$ cat src/design/vecmat_macros.svh
`ifndef VECMAT_MACROS_SVH
`define VECMAT_MACROS_SVH

// Lanes per vector, each one 16-bit Q8.8 word.
`define VM_LANES 16

// Key rows held in the store.
`define VM_ROWS 32

// Fraction bits of the fixed-point format.
`define VM_FRAC 8

// Cycles from a row read issue to its score at the top level.
`define VM_PIPE_DEPTH 4

`endif

$ cat src/design/vecmat_pkg.sv
`include "vecmat_macros.svh"

package vecmat_pkg;

	localparam int ROW_W = $clog2(`VM_ROWS);

	typedef logic signed [15:0] elem_t; // Q8.8 word.

	typedef elem_t [`VM_LANES-1:0] vec_t; // Lane 0 in the low bits.

	typedef logic [ROW_W-1:0] row_idx_t;

	typedef logic [ROW_W:0] row_cnt_t; // Holds 1 to VM_ROWS.

	typedef struct packed {
		logic     en;
		row_idx_t addr;
		vec_t     row;
	} key_wr_t;

	typedef struct packed {
		logic     valid;
		row_idx_t index;
		elem_t    value;
	} score_t;

	// Clamp a wide signed value into one word.
	function automatic elem_t sat_elem(input logic signed [31:0] x);
		if (x > 32'sd32767)
			return 16'sh7fff;
		if (x < -32'sd32768)
			return 16'sh8000;
		return elem_t'(x);
	endfunction

	function automatic elem_t sat_add(input elem_t a, input elem_t b);
		return sat_elem(32'(a) + 32'(b));
	endfunction

endpackage

$ cat src/design/score_ctrl.sv
`timescale 1ns/1ps
`include "vecmat_macros.svh"

module score_ctrl (
	input  logic                 clk,
	input  logic                 reset,
	input  logic                 start,
	input  vecmat_pkg::row_cnt_t row_count,
	output logic                 rd_en,
	output vecmat_pkg::row_idx_t rd_addr,
	output logic                 tag_valid,
	output vecmat_pkg::row_idx_t tag_index,
	output logic                 busy,
	output logic                 done
);

	typedef enum logic [1:0] {
		S_IDLE,
		S_ISSUE,
		S_DRAIN
	} state_t;

	typedef struct packed {
		logic                 valid;
		vecmat_pkg::row_idx_t index;
	} tag_t;

	state_t               state;
	vecmat_pkg::row_idx_t issue_cnt;
	vecmat_pkg::row_idx_t last_idx;
	tag_t                 tag_sr [`VM_PIPE_DEPTH];
	logic                 accept;
	logic                 issue_last;

	assign busy       = (state != S_IDLE);
	assign accept     = start && !busy && (row_count != '0);
	assign rd_en      = (state == S_ISSUE);
	assign rd_addr    = issue_cnt;
	assign issue_last = (issue_cnt == last_idx);

	assign tag_valid = tag_sr[`VM_PIPE_DEPTH-1].valid; // Lines up with the tree output.
	assign tag_index = tag_sr[`VM_PIPE_DEPTH-1].index;
	assign done      = tag_valid && (tag_index == last_idx);

	always_ff @(posedge clk) begin
		if (!reset) begin
			state     <= S_IDLE;
			issue_cnt <= '0;
		end else begin
			case (state)
				S_IDLE: begin
					if (accept) begin
						state     <= S_ISSUE;
						issue_cnt <= '0;
					end
				end
				S_ISSUE: begin
					issue_cnt <= issue_cnt + 1'b1;
					if (issue_last)
						state <= S_DRAIN;
				end
				S_DRAIN: begin
					if (done)
						state <= S_IDLE; // Last score leaves, busy drops next.
				end
				default: state <= S_IDLE;
			endcase
		end
	end

	always_ff @(posedge clk) begin
		if (accept)
			last_idx <= vecmat_pkg::row_idx_t'(row_count - 1'b1);
	end

	// Tag pipe, one entry per datapath stage.
	always_ff @(posedge clk) begin
		if (!reset) begin
			for (int i = 0; i < `VM_PIPE_DEPTH; i++)
				tag_sr[i].valid <= 1'b0;
		end else begin
			tag_sr[0].valid <= rd_en;
			for (int i = 1; i < `VM_PIPE_DEPTH; i++)
				tag_sr[i].valid <= tag_sr[i-1].valid;
		end
		tag_sr[0].index <= rd_addr;
		for (int i = 1; i < `VM_PIPE_DEPTH; i++)
			tag_sr[i].index <= tag_sr[i-1].index;
	end

endmodule

$ cat config.mk
export PLATFORM = sky130hd
export DESIGN_NAME = score_ctrl
export DESIGN_NICKNAME = d
export VERILOG_FILES = /design/src/design/vecmat_pkg.sv /design/src/design/score_ctrl.sv
export VERILOG_INCLUDE_DIRS = /design/src /design/src/design
export SDC_FILE = /design/constraint.sdc
export NUM_CORES = 1
export LEC_CHECK = 0
export BUFFER_PORTS_ARGS = -buffer_cell sky130_fd_sc_hd__buf_4
export CORE_MARGIN = 5
export CORE_UTILIZATION = 56
export CTS_CLUSTER_SIZE = 40
export DETAILED_ROUTE_END_ITERATION = 10
export GPL_TIMING_DRIVEN = 0
export PLACE_DENSITY = 0.81
export SETUP_SLACK_MARGIN = 0.15
export SLEW_MARGIN = 40
export SYNTH_ARGS = -nofsm -noshare
export SYNTH_HDL_FRONTEND = slang
export SYNTH_SLANG_ARGS = --single-unit
$ cat constraint.sdc
create_clock -name clk -period 2.3 [get_ports clk]
set_input_delay 0.46 -clock clk [delete_from_list [all_inputs] [get_ports clk]]
set_output_delay 0.46 -clock clk [all_outputs]
set_load 0.01 [all_outputs]
After elaboration in Yosys (flattened, before gate mapping)
Memories as Yosys holds them, arrays and structs flattened.
Cells that the tools add are included.

word-level totals
  register bits = 12
  memories = 1
  input port bits = 9
  word-level logic and storage cells = 39
  bits in writable memories = 24
  output and inout bits = 14

memories
  name    depth  width  rd ports  clocked after Yosys merged registers in  wr ports  line              text
  tag_sr  4      6      4         0                                        4         score_ctrl.sv:31  tag_t tag_sr [`VM_PIPE_DEPTH];

cells by class
  eq/ne operators = 7
  $add $sub $neg = 2
  bitwise operators = 4
  multiplexer cells = 12
  reduce and logical (&&, ||, !) cells = 10

operators by type and width
  operator                                             number
  equality test 5 bit                                  2
  one-hot mux 5 bit (2 select lines)                   1
  two-way mux 1 bit                                    6
  two-way mux 2 bit                                    3
  one-hot mux 2 bit (3 select lines)                   1
  nonzero test 6 bit                                   1
  adder 5 x 1 -> 5 bit, second input constant          1
  two-way mux 5 bit                                    1
  subtractor 5 x 1 -> 5 bit, second input constant     1
  != test 2 bit, second input constant                 2
  OR 1 bit                                             4
  nonzero test 2 bit                                   2
  logical AND 1 bit                                    3
  AND reduction 3 bit                                  1
  equality test 2 x 1 -> 1 bit, second input constant  1
  equality test 2 bit, second input constant           1
  logical NOT 2 bit                                    1
  != test 2 x 1 -> 1 bit, second input constant        1
  AND reduction 2 bit                                  1
  logical NOT 1 bit                                    1

Logic depth before layout (Yosys ltp)
  depth in word-level cells = 6
  gate-level depth with buffers = 6
  gate-level depth less buffers = 6

Worst setup path before layout
OpenSTA, ideal clock, no wires.

  path kind = input to register
  from = input row_count[0]
  to = register last_idx[0], enable pin
  path buffers = 0
  data arrival time = 1.363 ns
  setup time = 0.265 ns
  stages = 5
  slack = 0.672 ns
  required time = 2.035 ns
  cell sequence = inv_1 -> ha_1 -> or3b_4 -> o31ai_2 -> nor2_1

on the way
  word-level cells in the longest chain between the ends = 2

ends and longest elaborated chain
  item                  line              text
  start, declared       score_ctrl.sv:8   input vecmat_pkg::row_cnt_t row_count,
  nonzero test 6 bit    score_ctrl.sv:36  assign accept = start && !busy && (row_count != '0);
  logical AND 1 bit     score_ctrl.sv:36
  named net accept      score_ctrl.sv:32  logic accept;
  end signal, assigned  score_ctrl.sv:73  last_idx <= vecmat_pkg::row_idx_t'(row_count - 1'b1);
  end, declared         score_ctrl.sv:30  vecmat_pkg::row_idx_t last_idx;

The timed path passes the listed nets, and every way through them passes these cells.
A chain may end at the register's enable or synchronous reset.

Final worst setup path
  from = register last_idx[0]
  to = output done

on the way
  word-level cells in the longest chain between the ends = 2

ends and longest elaborated chain
  item                 line              text
  equality test 5 bit  score_ctrl.sv:43  assign done = tag_valid && (tag_index == last_idx);
  logical AND 1 bit    score_ctrl.sv:43
  end, declared        score_ctrl.sv:14  output logic done

No other way between the ends.

==> results by group <==
Worst setup path
  • CP max FO: 2
  • Startpoint types: flop
  • Kind of critical path: reg -> out
  • Crit. End Element: output pin
  • Required @ worst endpoint: 1.84 ns
  • CP Cell Sequence: xor2_1 -> nor4_2 -> and3_1 -> buf_4
  • Data arrival, critical path: 1.57 ns
  • Worst path max stage delay: 0.43 ns
  • Top Family by Delay on Critical Path: simple AND/OR/NAND/NOR gates
  • CP max-delay cell: edfxtp_1
  • Worst Path Buf+Inv: 1

Logic synthesis
  • Cells after Synth: 99
  • Syn Area/Cell: 12.0 um2
  • Mapped cell area: 0.00118 mm2
  • Seq/Total Area, Yosys: 0.650
  • Area leader, netlist: dfxtp_1
  • Syn Nets: 111
  • Top area cells in the synthesized netlist: dfxtp_1 52%, edfxtp_1 13%, xor2_1 7.4%
  • Ys Warns: 0
  • Count of cell types in the netlist: 25
  • Yosys reg bits: 36
  • Top cell type's share of synthesized area: 0.524

Route
  • DRT Wirelength: 2090 um
  • Antenna viol nets, final: 0
  • Routed length per instance: 13.2 um
  • Vias per cell: 5.08
  • DRC: 0
  • Via count: 803
  • Drt initial violations: 27
  • DRT Pass-1 Iters: 4

Cells and area
  • Syn-to-layout area delta: 23.5%
  • FF/Latch Area: 771 um2
  • Share of layout cells above drive strength 1: 0.260
  • # fillers: 137
  • Multi-input logic area: 394 um2
  • Finished Core Util: 0.739
  • Nets@finish: 142
  • # diodes: 0
  • Final non-filler cell area: 0.00146 mm2

STA
  • Setup TNS: 0 ns
  • Setup Skew: 0.00938 ns
  • RSZ-0062 raised after global routing: false
  • Max-slew violations: 0
  • Slew headroom: 0.751
  • Final WS setup: 0.266 ns
  • Part of the cycle the worst path needs: 0.885
  • Worst slew pin tran: 0.372 ns
  • Fmax: 492 MHz
  • Final setup violation count: 0
  • Final hold vios: 0
  • Fin crit period: 2.03 ns

Clocking
  • Num CTS Buffers: 5
  • Clk buf depth: 2
  • CTS tree: done
  • Clk slew on worst S/H paths: 0.09 ns
  • Clock Sinks: 36
  • Htree depth: 2
  • Root Buffer: clkbuf_4
  • Worst-skew pair later-pin latency: 0.33 ns

Floorplanning
  • Die Ht: 56 um
  • Rows: 16
  • Area of the core: 0.00198 mm2
  • Die area: 0.00314 mm2
  • Starting Density: 0.598
  • Ports: 23
  • Chip width: 56 um

Global route
  • Initial antenna violation count: 0
  • Largest net degree at the start of global routing: 11
  • Total track usage: 0.149
  • Vias in the first global route: 810
  • Grt total ovfl: 0
  • First-pass GRT wire length: 3460 um

Power
  • P_leak: 0.000646 uW
  • Sequential Power Share: 0.619
  • Clock power frac: 0.304
  • NetSw: 244 uW
  • Internal Power: 856 uW
  • Tot Pwr: 1100 uW
  • Switching Fraction: 0.222
  • Comb pwr share: 0.077
  • Maximum vdd ir drop: 0.437 mV
  • Pwr/cell area: 752 mW/mm2

Place
  • Placed cell areas: 0.00138 mm2
  • Dpl hpwl: 1610 um
  • # port buffers: 22
  • DP Worst Slack: 0.409 ns
  • Routability cong.: 0.809

Min path
  • HP Class: reg -> reg

Run
  • MaxCap Viol Count: 0

Status
  • Status: complete, no violations
[per-stage QoR]
stage / std cells / hold slack (ns)
after floorplan: 99 / 0.310
after global placement: 148 / 0.311
after detailed placement: 148 / 0.312
after CTS: 157 / 0.335
after global routing: 158 / 0.343
final: 158 / 0.333
[final timing paths]
kind | to | cells after the start | start | slack, ns
max | done | 4 | last_idx[0] | 0.27
min | tag_sr[3][4] | 0 | tag_sr[2][4] | 0.33
max reg2reg | state[1] | 5 | last_idx[0] | 0.90
min reg2reg | tag_sr[3][4] | 0 | tag_sr[2][4] | 0.33
[kinds of logic (layout without fill, tap and decap cells)]
family / after synthesis / in the layout / share of synthesized area
simple gates: 27 / 27 / 0.122
flops: 36 / 36 / 0.650
compound gates: 13 / 13 / 0.0771
fa+ha+maj: 3 / 3 / 0.0317
xor+xnor: 13 / 13 / 0.0961
buf+inv: 7 / 39 / 0.0222
[repair_timing]
action	4_1_cts	5_1_grt
setup endpoints to repair	1	1
buffers inserted	1	1
pin swaps	0	1
hold buffers	0	0
resized for setup	1	0
[cells in the final DEF (no fill, tap or decap)]
cell / instances
o221ai_2: 1
or2b_1: 1
nor3_1: 3
and2_1: 3
o21ai_0: 1
clkbuf_4: 5
edfxtp_1: 5
or3b_4: 1
or3_1: 1
dfxtp_1: 31
clkbuf_8: 1
nor4_2: 1
ha_1: 3
buf_4: 24
clkbuf_1: 2
a22oi_1: 1
nor4_1: 1
and3_1: 2
xor2_1: 10
a21oi_1: 5
inv_1: 7
o32ai_1: 1
o31ai_2: 1
nand2_1: 4
o21ai_1: 1
a31oi_1: 2
xnor2_1: 3
nor2_1: 5
nand3_1: 4
nand3b_1: 1
[area by class of cell]
type / count / share of cell area
flip-flops and latches: 36 / 0.526
inverters: 7 / 0.0179
well taps: 27 / 0.0231
clock buffers: 8 / 0.0402
repair buffers: 24 / 0.123
multi-input cells: 56 / 0.269
[Yosys cell counts, drive strengths merged]
master	number
or3b	1
ha	3
o32ai	1
a31oi	2
nor2	5
or2b	1
nor3	3
a22oi	1
nand2	4
xor2	10
dfxtp	31
a21oi	5
nand3b	1
nor4	2
o21ai	2
o31ai	1
xnor2	3
inv	7
and2	3
nand3	4
o221ai	1
edfxtp	5
or3	1
and3	2
[layer usage]
layer / vias up / global-route usage / part of all wire
met5: - / 0 / 0
li1: 401 / - / -
met2: 28 / 0.235 / 0.49
met3: 4 / 0.0789 / 0.075
met1: 370 / 0.171 / 0.42
met4: 0 / 0.0508 / 0.011
[power groups by stage]
stage / clock, uW / sequential [uW] / combinational, uW
finish: 334 / 681 / 85.0
global placement: 0 / 695 / 78.6
CTS: 340 / 681 / 86.0
floorplan: 0 / 693 / 43.3
detailed placement: 0 / 696 / 82.4
global route: 364 / 685 / 94.3
[registers in the layout, summed over array words and instances (netlist names)]
name / flops
state: 2
last_idx: 5
tag_sr: 24
rd_addr: 5
Note: power is estimated with default switching activity, not from simulation.
