$ cat src/design/vecmat_macros.svh
`ifndef VECMAT_MACROS_SVH
`define VECMAT_MACROS_SVH

// Lanes per vector, each one 16-bit Q8.8 word.
`define VM_LANES 16

// Key rows held in the store.
`define VM_ROWS 32

// Fraction bits of the fixed-point format.
`define VM_FRAC 8

// Cycles from a row read issue to its score at the top level.
`define VM_PIPE_DEPTH 4

`endif

$ cat src/design/vecmat_pkg.sv
`include "vecmat_macros.svh"

package vecmat_pkg;

	localparam int ROW_W = $clog2(`VM_ROWS);

	typedef logic signed [15:0] elem_t; // Q8.8 word.

	typedef elem_t [`VM_LANES-1:0] vec_t; // Lane 0 in the low bits.

	typedef logic [ROW_W-1:0] row_idx_t;

	typedef logic [ROW_W:0] row_cnt_t; // Holds 1 to VM_ROWS.

	typedef struct packed {
		logic     en;
		row_idx_t addr;
		vec_t     row;
	} key_wr_t;

	typedef struct packed {
		logic     valid;
		row_idx_t index;
		elem_t    value;
	} score_t;

	// Clamp a wide signed value into one word.
	function automatic elem_t sat_elem(input logic signed [31:0] x);
		if (x > 32'sd32767)
			return 16'sh7fff;
		if (x < -32'sd32768)
			return 16'sh8000;
		return elem_t'(x);
	endfunction

	function automatic elem_t sat_add(input elem_t a, input elem_t b);
		return sat_elem(32'(a) + 32'(b));
	endfunction

endpackage

$ cat src/design/sum_tree.sv
`timescale 1ns/1ps
`include "vecmat_macros.svh"

module sum_tree (
	input  logic              clk,
	input  logic              reset,
	input  vecmat_pkg::vec_t  prod,
	output vecmat_pkg::elem_t sum
);

	localparam int LEVELS = $clog2(`VM_LANES);
	localparam int CUT    = 2; // Pipeline register after this level.

	vecmat_pkg::elem_t node [LEVELS+1][`VM_LANES];
	vecmat_pkg::elem_t cut_reg [`VM_LANES >> CUT];
	vecmat_pkg::elem_t root;

	for (genvar i = 0; i < `VM_LANES; i++) begin : g_leaf
		assign node[0][i] = prod[i];
	end

	// Adjacent pairs at every level.
	for (genvar l = 1; l <= LEVELS; l++) begin : g_level
		for (genvar i = 0; i < (`VM_LANES >> l); i++) begin : g_add
			vecmat_pkg::elem_t a;
			vecmat_pkg::elem_t b;

			if (l == CUT + 1) begin : g_from_reg
				assign a = cut_reg[2*i];
				assign b = cut_reg[2*i+1];
			end else begin : g_from_node
				assign a = node[l-1][2*i];
				assign b = node[l-1][2*i+1];
			end
			assign node[l][i] = vecmat_pkg::sat_add(a, b);
		end
	end

	always_ff @(posedge clk) begin
		for (int i = 0; i < (`VM_LANES >> CUT); i++)
			cut_reg[i] <= node[CUT][i];
	end

	if (LEVELS > CUT) begin : g_root_tree
		assign root = node[LEVELS][0];
	end else begin : g_root_cut
		assign root = cut_reg[0]; // Four lanes end at the cut.
	end

	always_ff @(posedge clk) begin
		if (!reset)
			sum <= '0;
		else
			sum <= root;
	end

endmodule

$ cat config.mk
export PLATFORM = sky130hd
export DESIGN_NAME = sum_tree
export DESIGN_NICKNAME = d
export VERILOG_FILES = /design/src/design/vecmat_pkg.sv /design/src/design/sum_tree.sv
export VERILOG_INCLUDE_DIRS = /design/src /design/src/design
export SDC_FILE = /design/constraint.sdc
export NUM_CORES = 1
export LEC_CHECK = 0
export BUFFER_PORTS_ARGS = -buffer_cell sky130_fd_sc_hd__buf_2
export CAP_MARGIN = 30
export CORE_MARGIN = 8
export CORE_UTILIZATION = 40
export DETAILED_ROUTE_END_ITERATION = 10
export GPL_ROUTABILITY_DRIVEN = 0
export SLEW_MARGIN = 10
export SYNTH_ARGS = -nofsm -noshare
export SYNTH_HDL_FRONTEND = slang
export SYNTH_SLANG_ARGS = --single-unit
$ cat constraint.sdc
create_clock -name clk -period 4.69 [get_ports clk]
set_input_delay 0.469 -clock clk [delete_from_list [all_inputs] [get_ports clk]]
set_output_delay 0.469 -clock clk [all_outputs]
set_load 0.05 [all_outputs]
# After elaboration in Yosys (flattened, before gate mapping)
# Memory sizes are Yosys's and may differ from the RTL's.
# Index checks and enable logic that the tools add are counted.
# classes
add_sub_neg	15
n_mux	105
order_cmp	30
# ops
cell	n
16-bit 2-to-1 mux	60
16-bit by 16-bit adder with 17-bit output	15
17-bit by 16-bit greater-than comparator with 1-bit output, second input constant	15
17-bit by 16-bit < comparator with 1-bit output, second input constant	15
1-bit 2-to-1 mux	45
# totals
n_memories	1
out_inout_bits	16
inputBits	258
word_cells	152
reg_bits	16
ramBits	64
# memory_table
name	words	width	read_ports	rd_ports_with_merged_regs	wr	line_no	rtl
cut_reg	4	16	4	0	4	sum_tree.sv:15	vecmat_pkg::elem_t cut_reg [`VM_LANES >> CUT];

# Depth between registers and ports, before layout
# Gate-level depths: netlist (run 1).
# logic_depth
depth_word	12
mapped_depth	24
mapped_depth_nobuf	22

# Least setup slack after synthesis (run 1)
# No wires, ideal clock.
# synth_path
kind	input to register
from	input port prod[160] in the netlist's numbering
to	memory cut_reg[2][13] in the netlist's numbering
setup_ns	0.127
n_path_buf	1
setup_slack_ns	-0.083
stages	21
required_ns	4.563
arrival_time_ns	4.647
cell_sequence	ha_1 inv_1 fa_1 nand2b_1 a21oi_1 o41ai_1 o211ai_1 a21oi_1 o22ai_1 nand2_1 buf_2 a21oi_1 ha_1 a211oi_1 o21ai_1 a41oi_1 o21bai_1 a31oi_1 mux2i_1 o221ai_1 maj3_1
# synth_lines
item	line_no	rtl
from (decl)	sum_tree.sv:7	input vecmat_pkg::vec_t prod,
to (decl)	sum_tree.sv:15	

==> reports/results.ini, run 1 <==
[status]
status = finished clean

[floorplan]
core_sq_um = 36610
rows = 70
die_area_sq_um = 43510
die_x_um = 208.6
io_pins = 274
die_h_um = 208.6
start_util_pct = 40.52

[placed_design]
dp_hpwl_um = 38310
post_dp_cell_area_sq_um = 19330
pre_cts_ws_ns = -0.4634
io_buffers = 273

[final_layout]
nets = 3080
drive_gt1_share_pct = 33.61
final_cell_mix = buf_4 (378), buf_2 (273), ha_1 (226), a21oi_1 (224), o21ai_0 (145)
layout_commonest_cell = buf_4
design_area_sq_um = 20510
nFillCells = 3510
diodes = 0
ff_latch_area_sq_um = 1608
largest_register_ffs = 64
area_growth_pct = 38.28
multi_input_area_sq_um = 13190

[detailed_routing]
highest_layer = met4
route.met2.wl_um = 20580
wirelength_met1_um = 22010
via_count = 16320
wl_per_cell_um = 14.83
first_pass_iters = 5
post_drt_via_cell_ratio = 5.369
ant_nets = 0
drtIter0Drc = 738
routed_wl_um = 45050
drc = 0
met3WireLength_um = 1969

[global_routing]
grt_util_all_layers_pct = 19.26
grt_pass1_vias = 15990
grt_antenna_before_repair = 0
grt_pass1_wl_um = 73260
overflow = 0
grt_max_degree = 20

[setup_path]
cp-end-kind = flip-flop
path_max_fanout = 7
cpMaxStageDelayCell = dfxtp_1
critical_path_buf_inv_count = 3
critical_path.top_delay_family = compound AO/OA/AOI/OAI gates
crit_type = flip-flop to flip-flop
r2r_start = cut_reg[0][3]
path_cells = ha_1 -> a21oi_1 -> o22ai_2 -> o31a_1 -> nor3_4 -> o31a_1 -> a21oi_2 -> a211oi_2 -> ha_2 -> inv_2 -> fa_2 -> nor2b_1 -> o21a_1 -> o21ai_2 -> a21oi_2 -> a21oi_2 -> o32a_1 -> buf_4 -> nor3b_4 -> clkbuf_16 -> a31o_2
start_kind = flip-flop
max_stage_delay_ns = 0.40
cpMostUsedCell = a21oi_2
rr_endpoint = sum[3]
worstPathArrival_ns = 4.86
worstPathRequired_ns = 4.98
r2r_slack_ns = 0.12
r2r_cells = 21

[yosys]
mappedNetlistNets = 2449
synth.area.top_cells = ha_1 (20%), dfxtp_1 (11%), a21oi_1 (8.4%)
synthDistinctLibCells = 90
async_flop_share_pct = 0
yosysWarnings = 0
ys.flop_type = dfxtp_1
synth_seq_area_share_pct = 10.80
synth_edf_count = 0
syn_area_sq_um = 14840
yosysTopAreaCell = ha_1
ys_seq_elements = 80
syn_avg_cell_area_sq_um = 7.663
syn_inst = 1936
synth_top_area_share_pct = 20.24

[clock_network]
path_clk_slew_ns = 0.06
holdBufCountCts = 0
max-clock-path-buffers = 2
cts-root-buf = clkbuf_16
cts_made_buffers = 9
cts_tree = yes
cts_sinks = 80
clk_latency_ns = 0.36
htreeDepth = 3

[sta]
finalHoldViolations = 0
max_freq_mhz = 218.8
setup_ws_ns = 0.1196
tightest_slew_ns = 0.4649
hold_ws_ns = 0.5277
finalSetupViolCount = 0
slew_headroom_pct = 68.21
min_period_ns = 4.570
finalClockSkew_ns = 0.01149
finalCritPeriodShare_pct = 97.45
drv_slew = 0
setup_tns_ns = 0

[job]
max-cap-violations = 0

[min_path]
min_path_cells = 2
min_from = reset
hold_end = sum[15]
hp-class = primary input to flip-flop

## area by class of cell
class	instances	area share, %
tap	468	2.854
inverter	111	2.031
sequential	80	7.837
timing repair buffer	663	21.43
clock inverter	6	0.4574
multi-input combinational	1702	64.29
clock buffer	9	1.098
## logic make-up (layout without fill, tap and decap cells)
group	count (synthesis)	count (layout)	synth area share, %
fa+ha+maj	290	290	24.63
flops	80	80	10.80
simple gates	440	440	14.61
compound gates	789	789	34.45
xor+xnor	174	174	10.50
mux	9	9	0.6410
buf+inv	154	789	4.377
## worst max-delay path by stage
| stage | from | to | cells after the start |
|---|---|---|---|
| final | cut_reg[0][3] | sum[3] | 21 |
| after detailed placement | prod[96] | cut_reg[1][13] | 20 |
| after CTS | prod[161] | cut_reg[2][13] | 20 |
| after global placement | prod[96] | cut_reg[1][13] | 20 |
| after floorplan | prod[140] | cut_reg[2][13] | 18 |
| after global routing | cut_reg[0][3] | sum[14] | 21 |
## Yosys cell counts (35+ instances only)
master	n
nor2_1	110
nand3_1	39
inv_1	111
a21oi_1	249
nand2_1	112
xor2_1	69
maj3_1	35
dfxtp_1	80
nand2b_1	35
ha_1	240
xnor2_1	102
a21o_1	88
o21a_1	42
o21ai_0	165
## metal layers
layer / global-route usage, % / vias to the layer above
li1: - / 8462
met1: 26.50 / 7488
met2: 31.99 / 327
met3: 2.828 / 38
met4: 3.159 / 0
met5: 0 / -
## stage by stage
step / cells / utilization [%]
2_1_floorplan: 1936 / -
3_3_place_gp: 2996 / 52.80
3_5_place_dp: 2996 / 52.80
4_1_cts: 3015 / 53.92
5_1_grt: 3039 / 56.04
6_report: 3039 / 56.04
## repair_timing
action | CTS | global route
gates cloned | 0 | 1
endpoints found under the setup margin | 29 | 77
buffers inserted | 4 | 23
hold endpoints to repair | 0 | 0
pin swaps | 4 | 79
gates resized for setup | 12 | 141
Power of run 1 is not shown: default switching activity piles up to over one toggle a cycle in this logic, so the estimate is an artifact.
==> run 2, diff against run 1 <==
RECOVER_POWER = 100   (was not set)
==> run 2 against run 1 <==
Non-clock buffer count unchanged. Clock-buffer cell count stayed put. Die area unchanged.
==> reports/results.ini, run 2 (synthesis results as in run 1) <==
[final_layout]
ff_latch_area_sq_um = 1608  ; unchanged
largest_register_ffs = 64  ; unchanged
area_growth_pct = 38.12  ; was 38.28%
drive_gt1_share_pct = 32.94  ; was 33.61%
multi_input_area_sq_um = 13190  ; unchanged
layout_commonest_cell = buf_4  ; unchanged
nets = 3080  ; unchanged
final_cell_mix = buf_4 (377), buf_2 (257), ha_1 (226), a21oi_1 (224), o21ai_0 (145)  ; was buf_4 (378), buf_2 (273), ha_1 (226), a21oi_1 (224), o21ai_0 (145)
final_core_util_pct = 55.97  ; was 56.04%
nFillCells = 3515  ; was 3510
diodes = 0  ; unchanged

[detailed_routing]
wl_per_cell_um = 14.84  ; was 14.83 um
drc = 0  ; unchanged
ant_nets = 0  ; unchanged
first_pass_iters = 5  ; unchanged
routed_wl_um = 45090  ; was 45050 um
post_drt_via_cell_ratio = 5.371  ; was 5.369
drtIter0Drc = 735  ; was 738
via_count = 16320  ; about the same

[sta]
setup_ws_ns = 0.1193  ; was 0.1196 ns
min_period_ns = 4.571  ; was 4.570 ns
slew_headroom_pct = 58.81  ; was 68.21%
drv_slew = 0  ; unchanged
finalCritPeriodShare_pct = 97.46  ; was 97.45%
max_freq_mhz = 218.8  ; about the same
finalClockSkew_ns = 0.01150  ; was 0.01149 ns
finalHoldViolations = 0  ; unchanged
tightest_slew_ns = 0.6205  ; was 0.4649 ns
finalSetupViolCount = 0  ; unchanged

[floorplan]
rows = 70  ; unchanged
core_sq_um = 36610  ; unchanged
die_h_um = 208.6  ; unchanged
die_area_sq_um = 43510  ; unchanged
start_util_pct = 40.52  ; unchanged
die_x_um = 208.6  ; unchanged
io_pins = 274  ; unchanged

[global_routing]
grt_pass1_vias = 15990  ; unchanged
overflow = 0  ; unchanged
grt_util_all_layers_pct = 19.26  ; unchanged
grt_max_degree = 20  ; unchanged
grt_antenna_before_repair = 0  ; unchanged
grt_pass1_wl_um = 73260  ; unchanged

[clock_network]
cts_made_buffers = 9  ; unchanged
cts_sinks = 80  ; unchanged
path_clk_slew_ns = 0.06  ; about the same
htreeDepth = 3  ; unchanged
max-clock-path-buffers = 2  ; unchanged
clk_latency_ns = 0.36  ; about the same
cts-root-buf = clkbuf_16  ; unchanged
cts_tree = yes  ; unchanged

[setup_path]
r2r_cells = 21  ; unchanged
critical_path_buf_inv_count = 3  ; unchanged
max_stage_delay_ns = 0.40  ; about the same
worstPathArrival_ns = 4.86  ; about the same
rr_endpoint = sum[3]  ; unchanged
path_max_fanout = 7  ; unchanged
cpMaxStageDelayCell = dfxtp_1  ; unchanged
r2r_slack_ns = 0.12  ; about the same
cpMostUsedCell = a21oi_2  ; unchanged
cp.depth = 21  ; unchanged
crit_type = flip-flop to flip-flop  ; unchanged
path_cells = ha_1 -> a21oi_1 -> o22ai_2 -> o31a_1 -> nor3_4 -> o31a_1 -> a21oi_2 -> a211oi_2 -> ha_2 -> inv_2 -> fa_2 -> nor2b_1 -> o21a_1 -> o21ai_2 -> a21oi_2 -> a21oi_2 -> o32a_1 -> buf_4 -> nor3b_4 -> clkbuf_16 -> a31o_2  ; unchanged
cp-end-kind = flip-flop  ; unchanged
startpoint = cut_reg[0][3]  ; unchanged
worstPathRequired_ns = 4.98  ; about the same
start_kind = flip-flop  ; unchanged
r2r_start = cut_reg[0][3]  ; unchanged
critical_path.top_delay_family = compound AO/OA/AOI/OAI gates  ; unchanged

[min_path]
hp-class = primary input to flip-flop  ; unchanged
hold_end = sum[15]  ; unchanged
min_path_cells = 2  ; unchanged
min_from = reset  ; unchanged

[placed_design]
io_buffers = 273  ; unchanged
pre_cts_ws_ns = -0.4634  ; unchanged
dp_hpwl_um = 38310  ; unchanged

[status]
status = finished clean  ; unchanged

[job]
max-cap-violations = 0  ; unchanged

## run 2: changes by cell type in the layout (fill, tap and decap cells not counted), sizes merged
cell,previous run,this run
buf,662,645
clkbuf,10,27
## run 2: layer usage
layer,vias to the layer above,wire length [um],global-route usage (%)
met4,0,489,3.159
met1,7496,22070,26.50
met2,326,20590,31.99
met3,38,1941,2.828
li1,8462,-,-
met5,-,0,0
## run 2: repair_timing
item | in CTS | in global routing
gates resized for setup | 12 | 141
hold buffers | 0 | 0
buffers inserted | 4 | 23
endpoints found under the setup margin | 29 | 77
cloned | 0 | 1
pin swaps | 4 | 79
## run 2: stage by stage
step                      cells    TNS, ns  area [sq um]  hold slack (ns)
after global placement     2996     -14.07         19330           0.8812
after global routing       3039     -1.489         20490           0.5397
after CTS                  3015          0         19740           0.5109
after floorplan            1936  -0.004148         14840           0.7732
final                      3039          0         20490           0.5277
after detailed placement   2996     -18.03         19330           0.8782
## run 2: how the worst max path moves through the flow
| stage | to | slack (ns) |
|---|---|---|
| finish | sum[3] | 0.12 |
| global route | sum[14] | -0.08 |
| CTS | cut_reg[2][13] | 0.01 |
| detailed placement | cut_reg[1][13] | -0.46 |
| global placement | cut_reg[1][13] | -0.40 |
| floorplan | cut_reg[2][13] | -0.004 |
## run 2: cell type report
class / count / area share (%)
multi-input cells: 1702 / 64.36
repair buffers: 663 / 21.34
flip-flops and latches: 80 / 7.846
well taps: 468 / 2.858
inverters: 111 / 2.033
clock buffers: 9 / 1.099
clock inverters: 6 / 0.4580
Power of run 2 is left out for the same reason.
